$ cat config.mk
export PLATFORM = sky130hd
export DESIGN_NAME = tileCfgRegs
export DESIGN_NICKNAME = d
export VERILOG_FILES = /design/src/design/miniMemPkg.sv /design/src/design/tileCfgRegs.sv
export SDC_FILE = /design/constraint.sdc
export NUM_CORES = 1
export LEC_CHECK = 0
export ABC_AREA = 1
export BUFFER_PORTS_ARGS = -buffer_cell sky130_fd_sc_hd__buf_2
export CORE_ASPECT_RATIO = 1.5
export CORE_MARGIN = 10
export CORE_UTILIZATION = 37
export CTS_BUF_LIST = sky130_fd_sc_hd__clkbuf_4
export DETAILED_ROUTE_END_ITERATION = 10
export PLACE_DENSITY_LB_ADDON = 0.15
export SYNTH_ARGS = -nofsm -noshare
export SYNTH_HDL_FRONTEND = slang
export SYNTH_SLANG_ARGS = --single-unit
$ cat constraint.sdc
create_clock -name Clock -period 0.8 [get_ports Clock]
set_clock_uncertainty 0.15 [all_clocks]
set_input_delay 0 -clock Clock [delete_from_list [all_inputs] [get_ports Clock]]
set_output_delay 0 -clock Clock [all_outputs]
set_load 0.02 [all_outputs]
$ cat src/design/miniMemPkg.sv
package miniMemPkg;

    // Widths with a meaning of their own
    typedef logic [31:0] tAddr;    // Byte address, core or fabric
    typedef logic [31:0] tData;    // One data word
    typedef logic [7:0]  tTileId;  // Tile number, top byte of an address
    typedef logic [3:0]  tByteEn;  // One bit per byte lane

    // Fabric opcodes
    typedef enum logic [1:0] {
        RD     = 2'd0,
        WR     = 2'd1,
        RD_RSP = 2'd2
    } tOpcode;

    // Fabric transaction, 76 bits over all
    typedef struct packed {
        tAddr       address;
        tData       data;
        tOpcode     opcode;
        tTileId     requestorId;    // Tile that issued the request
        logic [1:0] nextTileArbId;  // Rewritten by the fabric later on
    } tTileTrans;

    // Decoded from address bits 23:22
    typedef enum logic [1:0] {
        REG_IMEM = 2'b00,
        REG_DMEM = 2'b01,
        REG_CR   = 2'b10,
        REG_NONE = 2'b11
    } tRegion;

    // Address map
    localparam int TILE_ID_MSB = 31;
    localparam int TILE_ID_LSB = 24;
    localparam int REGION_MSB  = 23;
    localparam int REGION_LSB  = 22;

    // Sizes
    localparam int IMEM_ADDR_W = 10;  // Word address bits
    localparam int DMEM_ADDR_W = 10;  // Word address bits
    localparam int FIFO_DEPTH  = 2;
    localparam logic [1:0] NULL_ARB_ID = 2'd0;

endpackage

$ cat src/design/tileCfgRegs.sv
`timescale 1ns/1ps

// Tile control registers, fabric side only
module tileCfgRegs (
    input  logic               Clock,
    input  logic               rstN,
    input  logic               wrEn,
    input  miniMemPkg::tData   wrData,
    input  logic               rdEn,
    output miniMemPkg::tData   rdData,
    output miniMemPkg::tTileId localTileId
);
    import miniMemPkg::*;

    tTileId tileIdReg;  // CR word 0

    // Tile id, steers core locality
    always_ff @(posedge Clock) begin
        if (!rstN) begin
            tileIdReg <= '0;
        end else if (wrEn) begin
            tileIdReg <= wrData[$bits(tTileId)-1:0];  // Low byte only
        end
    end

    // One cycle read, same timing as the memories
    always_ff @(posedge Clock) begin
        if (rdEn) begin
            rdData <= tData'(tileIdReg);  // Zero extended
        end
    end

    assign localTileId = tileIdReg;

endmodule

==> flow_metrics.py <==
metrics = {
    "critical_path": {
        "worstPathRequired_ns": 0.65,
        "crit_slowest_cell": "edfxtp_1",
        "r2r_setup_slack_ns": -0.04,
        "endpoint_kind": "output port",
        "crit_arrival_ns": 0.79,
        "path_depth": 1,
        "ff2ff_path_depth": 1,
        "cpPeakStageDelay_ns": 0.36,
        "worstPathCellList": "buf_2",
        "timing.rr.start": "localTileId[2]",
        "critPathCapture": "rdData[0]",
        "critPathKind": "reg -> out",
        "path_delay_family": "flip-flops",
        "critPathBufInv": 1,
        "r2r_end": "rdData[2]",
        "cp-start-kind": "register",
        "path_max_fanout": 1,
        "crit_start": "rdData[0]",
    },
    "synthesis": {
        "yosysWarnings": 0,
        "netlist.area_leader.share": 0.308,
        "synthTopCellsByArea": "edfxtp_1 (31%), buf_4 (23%), dfxtp_1 (21%)",
        "syn-instance-count": 84,
        "post_synth.cell_area_avg_sq_um": 9.29,
        "synth_compound_area_frac": 0,
        "ys_types": 10,
        "ys_ff_latch": 16,
        "synth_largest_area_cell": "edfxtp_1",
        "syn_area_sq_um": 781,
        "yosys.area_share.adder": 0,
        "ys_seq_area_frac": 0.513,
        "muxShareOfSynthArea": 0,
        "synth_top_family_by_area": "buffers and inverters",
        "yosys.area_share.simple": 0.160,
        "synth_xor_area_frac": 0,
    },
    "sta": {
        "fin_crit_sh": 1.18,
        "finalHoldViolCount": 16,
        "slew_viol_final": 0,
        "setup_ws_ns": -0.144,
        "hold_slack_ns": -0.142,
        "max_freq_mhz": 1060,
        "setup-tns-final_ns": -1.94,
        "setup_viol_count_final": 24,
        "min_period_ns": 0.944,
        "grt_setup_unrepaired": "true",
    },
    "floorplanning": {
        "row_count": 20,
        "die_area_sq_um": 4390,
        "initial_core_util": 0.385,
        "fp.dieH_microns": 76.3,
        "core_sq_um": 2030,
        "io_pins": 76,
        "die_w_microns": 57.5,
    },
    "global_routing": {
        "grt_usage": 0.0714,
        "grt_overflow": 0,
        "grt_pass1_wl_microns": 2570,
        "grt_start_max_net_pins": 17,
        "grt_pass1_vias": 611,
        "antenna_found_initial": 0,
    },
    "clocking": {
        "insertion_delay_ns": 0.27,
        "cts.clk_slew.worst_paths_ns": 0.08,
        "cts_tree": "built",
        "cts_inserted_buffers": 3,
        "htreeDepth": 1,
        "cts_root_buf": "clkbuf_4",
        "clock-sinks": 16,
        "clockBufferDepth": 2,
    },
    "routing": {
        "ant_nets": 0,
        "wire_per_inst_microns": 11.0,
        "remaining_drc_errors": 0,
        "first_pass_iters": 4,
        "num_vias": 516,
        "drt-initial-drc-count": 3,
        "vias_per_cell": 3.74,
        "postRouteWirelength_microns": 1520,
    },
    "worst_hold_path": {
        "hold-path-cell-count": 3,
        "min_path_type": "in -> reg",
    },
    "cells_and_area": {
        "ff_latch_area_sq_um": 410,
        "fillers": 210,
        "fin_cells": 138,
        "area_growth_pct": 31.1,
        "mostFrequentLayoutCells": "conb_1 (24), buf_6 (18), buf_2 (15)",
        "n_antenna_cell": 0,
        "final_nets": 154,
        "drive_above_1_share": 0.448,
        "mostFrequentLayoutCell": "conb_1",
        "multi_input_area_sq_um": 255,
        "fin_util": 0.505,
    },
    "placed_design": {
        "dp.final_hpwl_microns": 1200,
        "io_buffers": 27,
        "place_congestion": 0.636,
        "dp_cells": 129,
    },
    "power_and_ir_drop": {
        "p_leak_uw": 0.000534,
        "ir_drop_mv": 0.671,
        "power_density_nw_per_um2": 1740,
    },
    "outcome": {
        "violations": "hold timing, setup timing",
        "status": "finished, violations left",
    },
    "run": {
        "drv_cap": 0,
    },
}
==> worst min-delay path: stages <==
cell     delay (ns)
buf_2          0.14
nand2_1        0.07
nor2_1         0.03
==> flip-flops by register name, indices dropped and copies added, names as in the netlist <==
signal / count
localTileId: 8
rdData: 8
==> report_power, final <==
part	switching (uW)	internal, uW
clock network	200	174
registers	32.5	926
logic	279	173
==> cell type report <==
class / instances / area share
multi-input cells: 56 / 0.249
clock buffers: 3 / 0.0220
inverters: 8 / 0.0293
flip-flops and latches: 16 / 0.401
repair buffers: 33 / 0.271
well taps: 22 / 0.0269
==> through the flow <==
stage | total power (uW) | setup WS [ns] | hold slack [ns] | cell area (sq um)
final | 1780 | -0.144 | -0.142 | 1020
after global routing | 1880 | -0.186 | -0.119 | 1020
after CTS | 1760 | -0.155 | -0.149 | 971
after detailed placement | 1290 | 0.0769 | 0.140 | 808
after global placement | 1280 | 0.0822 | 0.138 | 808
after floorplan | 1300 | 0.00218 | -0.0375 | 867
==> layer usage <==
metal  vias to the layer above  track usage  part of all wire
li1                        268            -                 -
met1                       213       0.0645              0.35
met2                        33        0.115              0.50
met3                         2       0.0300              0.12
met4                         0       0.0637             0.026
met5                         -            0                 0
==> logic make-up after synthesis <==
family                 count (synthesis)
other                                  1
flip-flops                            16
buffers and inverters                 35
AND/OR/NAND/NOR                       32
==> worst min path at each step <==
| stage | start | end | slack, ns |
|---|---|---|---|
| detailed placement | wrData[1] | localTileId[1] | 0.14 |
| CTS | rstN | localTileId[1] | -0.15 |
| floorplan | rdEn | rdData[0] | -0.04 |
| global placement | wrData[0] | localTileId[0] | 0.14 |
| finish | rstN | localTileId[1] | -0.14 |
| global route | rstN | localTileId[1] | -0.12 |
==> timing repair <==
item,in CTS,in global routing
endpoints found under the hold margin,16,16
resized for setup,35,14
pin swaps,7,1
setup endpoints to repair,16,28
buffers inserted,6,0
==> synthesized netlist by cell type <==
cell type / instances
buf_4: 24
buf_6: 1
buf_8: 2
conb_1: 1
dfxtp_1: 8
edfxtp_1: 8
inv_1: 8
nand2_1: 14
nand2_2: 2
nor2_1: 16
No activity file was read; power rests on OpenSTA's default activity.
