**src/design/miniMemPkg.sv**
```systemverilog
package miniMemPkg;

    // Widths with a meaning of their own
    typedef logic [31:0] tAddr;    // Byte address, core or fabric
    typedef logic [31:0] tData;    // One data word
    typedef logic [7:0]  tTileId;  // Tile number, top byte of an address
    typedef logic [3:0]  tByteEn;  // One bit per byte lane

    // Fabric opcodes
    typedef enum logic [1:0] {
        RD     = 2'd0,
        WR     = 2'd1,
        RD_RSP = 2'd2
    } tOpcode;

    // Fabric transaction, 76 bits over all
    typedef struct packed {
        tAddr       address;
        tData       data;
        tOpcode     opcode;
        tTileId     requestorId;    // Tile that issued the request
        logic [1:0] nextTileArbId;  // Rewritten by the fabric later on
    } tTileTrans;

    // Decoded from address bits 23:22
    typedef enum logic [1:0] {
        REG_IMEM = 2'b00,
        REG_DMEM = 2'b01,
        REG_CR   = 2'b10,
        REG_NONE = 2'b11
    } tRegion;

    // Address map
    localparam int TILE_ID_MSB = 31;
    localparam int TILE_ID_LSB = 24;
    localparam int REGION_MSB  = 23;
    localparam int REGION_LSB  = 22;

    // Sizes
    localparam int IMEM_ADDR_W = 10;  // Word address bits
    localparam int DMEM_ADDR_W = 10;  // Word address bits
    localparam int FIFO_DEPTH  = 2;
    localparam logic [1:0] NULL_ARB_ID = 2'd0;

endpackage

```
**src/design/transFifo.sv**
```systemverilog
`timescale 1ns/1ps

// Small circular FIFO of tile transactions
module transFifo #(
    parameter int DEPTH = miniMemPkg::FIFO_DEPTH
) (
    input  logic                  Clock,
    input  logic                  rstN,
    input  logic                  push,
    input  miniMemPkg::tTileTrans pushData,
    input  logic                  pop,
    output miniMemPkg::tTileTrans popData,
    output logic                  full,
    output logic                  almostFull,
    output logic                  empty
);
    import miniMemPkg::*;

    localparam int PTR_W = (DEPTH > 1) ? $clog2(DEPTH) : 1;
    localparam int CNT_W = $clog2(DEPTH + 1);

    tTileTrans        entries [DEPTH];
    logic [PTR_W-1:0] wrPtr;
    logic [PTR_W-1:0] rdPtr;
    logic [CNT_W-1:0] count;   // Occupied entries
    logic             doPush;
    logic             doPop;

    assign doPush = push && !full;  // Push into a full FIFO is dropped
    assign doPop  = pop && !empty;

    // Entry storage
    always_ff @(posedge Clock) begin
        if (doPush) begin
            entries[wrPtr] <= pushData;
        end
    end

    // Pointers and count
    always_ff @(posedge Clock) begin
        if (!rstN) begin
            wrPtr <= '0;
            rdPtr <= '0;
            count <= '0;
        end else begin
            if (doPush) begin
                wrPtr <= (wrPtr == PTR_W'(DEPTH - 1)) ? '0 : wrPtr + 1'b1;  // Wrap
            end
            if (doPop) begin
                rdPtr <= (rdPtr == PTR_W'(DEPTH - 1)) ? '0 : rdPtr + 1'b1;
            end
            if (doPush && !doPop) begin
                count <= count + 1'b1;
            end else if (doPop && !doPush) begin
                count <= count - 1'b1;
            end
        end
    end

    assign popData    = entries[rdPtr];               // Head, no read latency
    assign full       = (count == CNT_W'(DEPTH));
    assign almostFull = (count >= CNT_W'(DEPTH - 1)); // One slot or less free
    assign empty      = (count == '0);

endmodule

```
**config.mk**
```make
export PLATFORM = sky130hd
export DESIGN_NAME = transFifo
export DESIGN_NICKNAME = d
export VERILOG_FILES = /design/src/design/miniMemPkg.sv /design/src/design/transFifo.sv
export SDC_FILE = /design/constraint.sdc
export NUM_CORES = 1
export LEC_CHECK = 0
export CAP_MARGIN = 10
export CORE_MARGIN = 8
export CORE_UTILIZATION = 35
export DETAILED_ROUTE_END_ITERATION = 10
export DONT_BUFFER_PORTS = 1
export PLACE_DENSITY = 0.6
export SLEW_MARGIN = 40
export SYNTH_ARGS = -nofsm -noshare
export SYNTH_HDL_FRONTEND = slang
export SYNTH_SLANG_ARGS = --single-unit
export TNS_END_PERCENT = 30
```
**constraint.sdc**
```tcl
create_clock -name Clock -period 7 [get_ports Clock]
set_clock_uncertainty 0.2 [all_clocks]
set_input_delay 0 -clock Clock [delete_from_list [all_inputs] [get_ports Clock]]
set_output_delay 0 -clock Clock [all_outputs]
set_load 0.02 [all_outputs]
```
==> out/metrics.yaml <==
dieWidth_um: 146
tritoncts: "done"
rsz0062_at_grt: "no"
synth-seq-cells: 157
powerDensity_mw_per_mm2: 365
seqCellArea_mm2: 0.00467
p_leak_nw: 2.59
clk_pin_slew_ps: 60
port_buffers: 0
multi_input_area_mm2: 0.00116
endpoint_kind: "flop"
yosysSeqAreaShare_pct: 79.1
arrival_ps: 2640
synth_fp_nets: 347
num-fill-cells: 1388
numClockSinks: 157
setup_viol: 0
min_path_type: "in2reg"
grt_max_degree: 77
final_cell_mix: "152 x edfxtp_1, 80 x dlygate4sd3_1, 40 x mux2_4, 36 x mux2_2, 17 x clkbuf_16"
clockPowerShare_pct: 31.3
cts_hold_buf: 80
nets: 442
globalplace.congestion: 0.672
critPathKind: "reg2reg"
post_cts_buffers: 0
min-delay-start: "pushData[2]"
cpPeakStageDelay_ps: 560
grt_pass1_wl_mm: 16.9
vias: 2649
antenna_found_initial: 1
run_status: "finished, final reports clean"
drt-initial-drc-count: 95
p_int_w: 0.00195
fmax_mhz: 393
die-area_mm2: 0.0213
drv_slew: 0
max_slew.worst_pin.slew_ps: 779
required_ps: 7090
synth_cell_types: 17
core_mm2: 0.0165
rows: 47
clock_latency_ps: 410
synth_warnings: 0
min_period_ps: 2550
drv_cap: 0
hpwl_mm: 7.23
die_h_um: 146
grt_remaining_overflow: 0
initial_core_util_pct: 35.7
dp_slack_ps: 4530
cp_max_fo: 4
ioPinCount: 159
drive_above_1_share_pct: 29.1
r2r_start: "count[0]"
fin_hold_ws_ps: 45.7
final_common_cell: "edfxtp_1"
path_cells: "inv_1 -> ha_1 -> nor2b_1 -> ha_1 -> xnor2_1 -> and2_1 -> dlygate4sd3_1"
switchingPower_w: 0.000795
swShare_pct: 28.9
htree_levels: 4
drc: 0
firstDrtPassIters: 4
grt_pass1_vias: 2980
worst_slack_ps: 4450
vdd_drop_max_uv: 195
cts_buffers: 17
combPwrFrac_pct: 24.1
clock_path_buffers: 2
final.setup.tns_ps: 0
reg2reg_slack_ps: 4450
diodes: 0
gr-usage-all-layers_pct: 10.3
ant_nets: 0
crit_start: "count[0]"
fin_crit_sh_pct: 36.4
hold_viol: 0
avgSynthCellArea_um2: 22.4
max_slew_margin_pct: 48.1
worst_path_most_repeated_cell: "ha_1"
wirelength_mm: 11.0
cts_resized: 0
cp_slowest_cell: "dlygate4sd3_1"
cts-root-buf: "clkbuf_16"
syn_to_final_growth_pct: 27.7
critPathLaunchType: "flop"
synth_cells: 263
wl_per_cell_um: 18.5
viasPerCell: 4.48
syn_area_mm2: 0.00590
final_core_util_pct: 45.6
power_frac_seq_pct: 44.6
==> final timing paths <==
path | end | cells after the start
worst max-delay path | count[0] | 7
worst min-delay path | entries[1][2] | 1
worst max register to register | count[0] | 7
worst min register to register | rdPtr | 2
==> synthesized netlist by cell type (all sizes together) <==
master	number	area share, %
edfxtp	152	77
mux2	76	17
buf	8	1.1
and2	5	0.53
dfxtp	5	1.7
ha	4	0.85
inv	3	0.19
nor2b	3	0.32
xnor2	2	0.30
nand2	1	0.064
nand2b	1	0.11
o21a	1	0.13
o21ai	1	0.085
xor2	1	0.15
==> state kept, by name, summed over array words and instances (netlist names), named ones only <==
name and cells:
count 2, entries 152, wrPtr 1, rdPtr 1
==> cell type report <==
class | count | share of cell area (%)
clock buffer | 18 | 5.70
clock inverter | 14 | 1.68
inverter | 3 | 0.149
multi-input combinational | 95 | 15.5
sequential | 157 | 62.0
tap | 220 | 3.65
timing repair buffer | 84 | 11.4
==> kinds of logic (layout without fill, tap and decap cells) <==
kind of cell / Yosys count / after routing / share of synthesized area, %
xor+xnor: 3 / 3 / 0.446
buf+inv: 11 / 119 / 1.34
fa+ha+maj: 4 / 4 / 0.849
mux: 76 / 76 / 17.1
compound gates: 2 / 2 / 0.212
flops: 157 / 157 / 79.1
simple gates: 10 / 10 / 1.02
==> stage by stage <==
stage	total power, W	std cells	instance area [um^2]
final	0.00275	591	7530
after floorplan	0.00178	263	5900
after CTS	0.00280	591	7530
after global placement	0.00186	477	6130
after detailed placement	0.00188	479	6180
after global routing	0.00287	591	7530
==> worst max-delay path, delay by kind of cell, from the launching register on <==
family        cells  cell delay (ps)
buf+inv           2              650
fa+ha+maj         2              630
simple gates      2              480
flops             1              350
xor+xnor          1              130
==> power groups by stage <==
stage	Sequential [W]	Combinational, W	Clock [W]
after detailed placement	0.00125	0.000631	0
after CTS	0.00123	0.000681	0.000888
final	0.00123	0.000663	0.000860
after global placement	0.00124	0.000616	0
after floorplan	0.00122	0.000561	0
after global routing	0.00124	0.000705	0.000926
==> routing by layer <==
layer / share of wire (%) / track usage (%)
met1: 39 / 10.9
met2: 50 / 17.1
met3: 9.2 / 5.53
met4: 1.0 / 3.59
met5: 0.11 / 0
No activity file was read; power rests on OpenSTA's default activity.
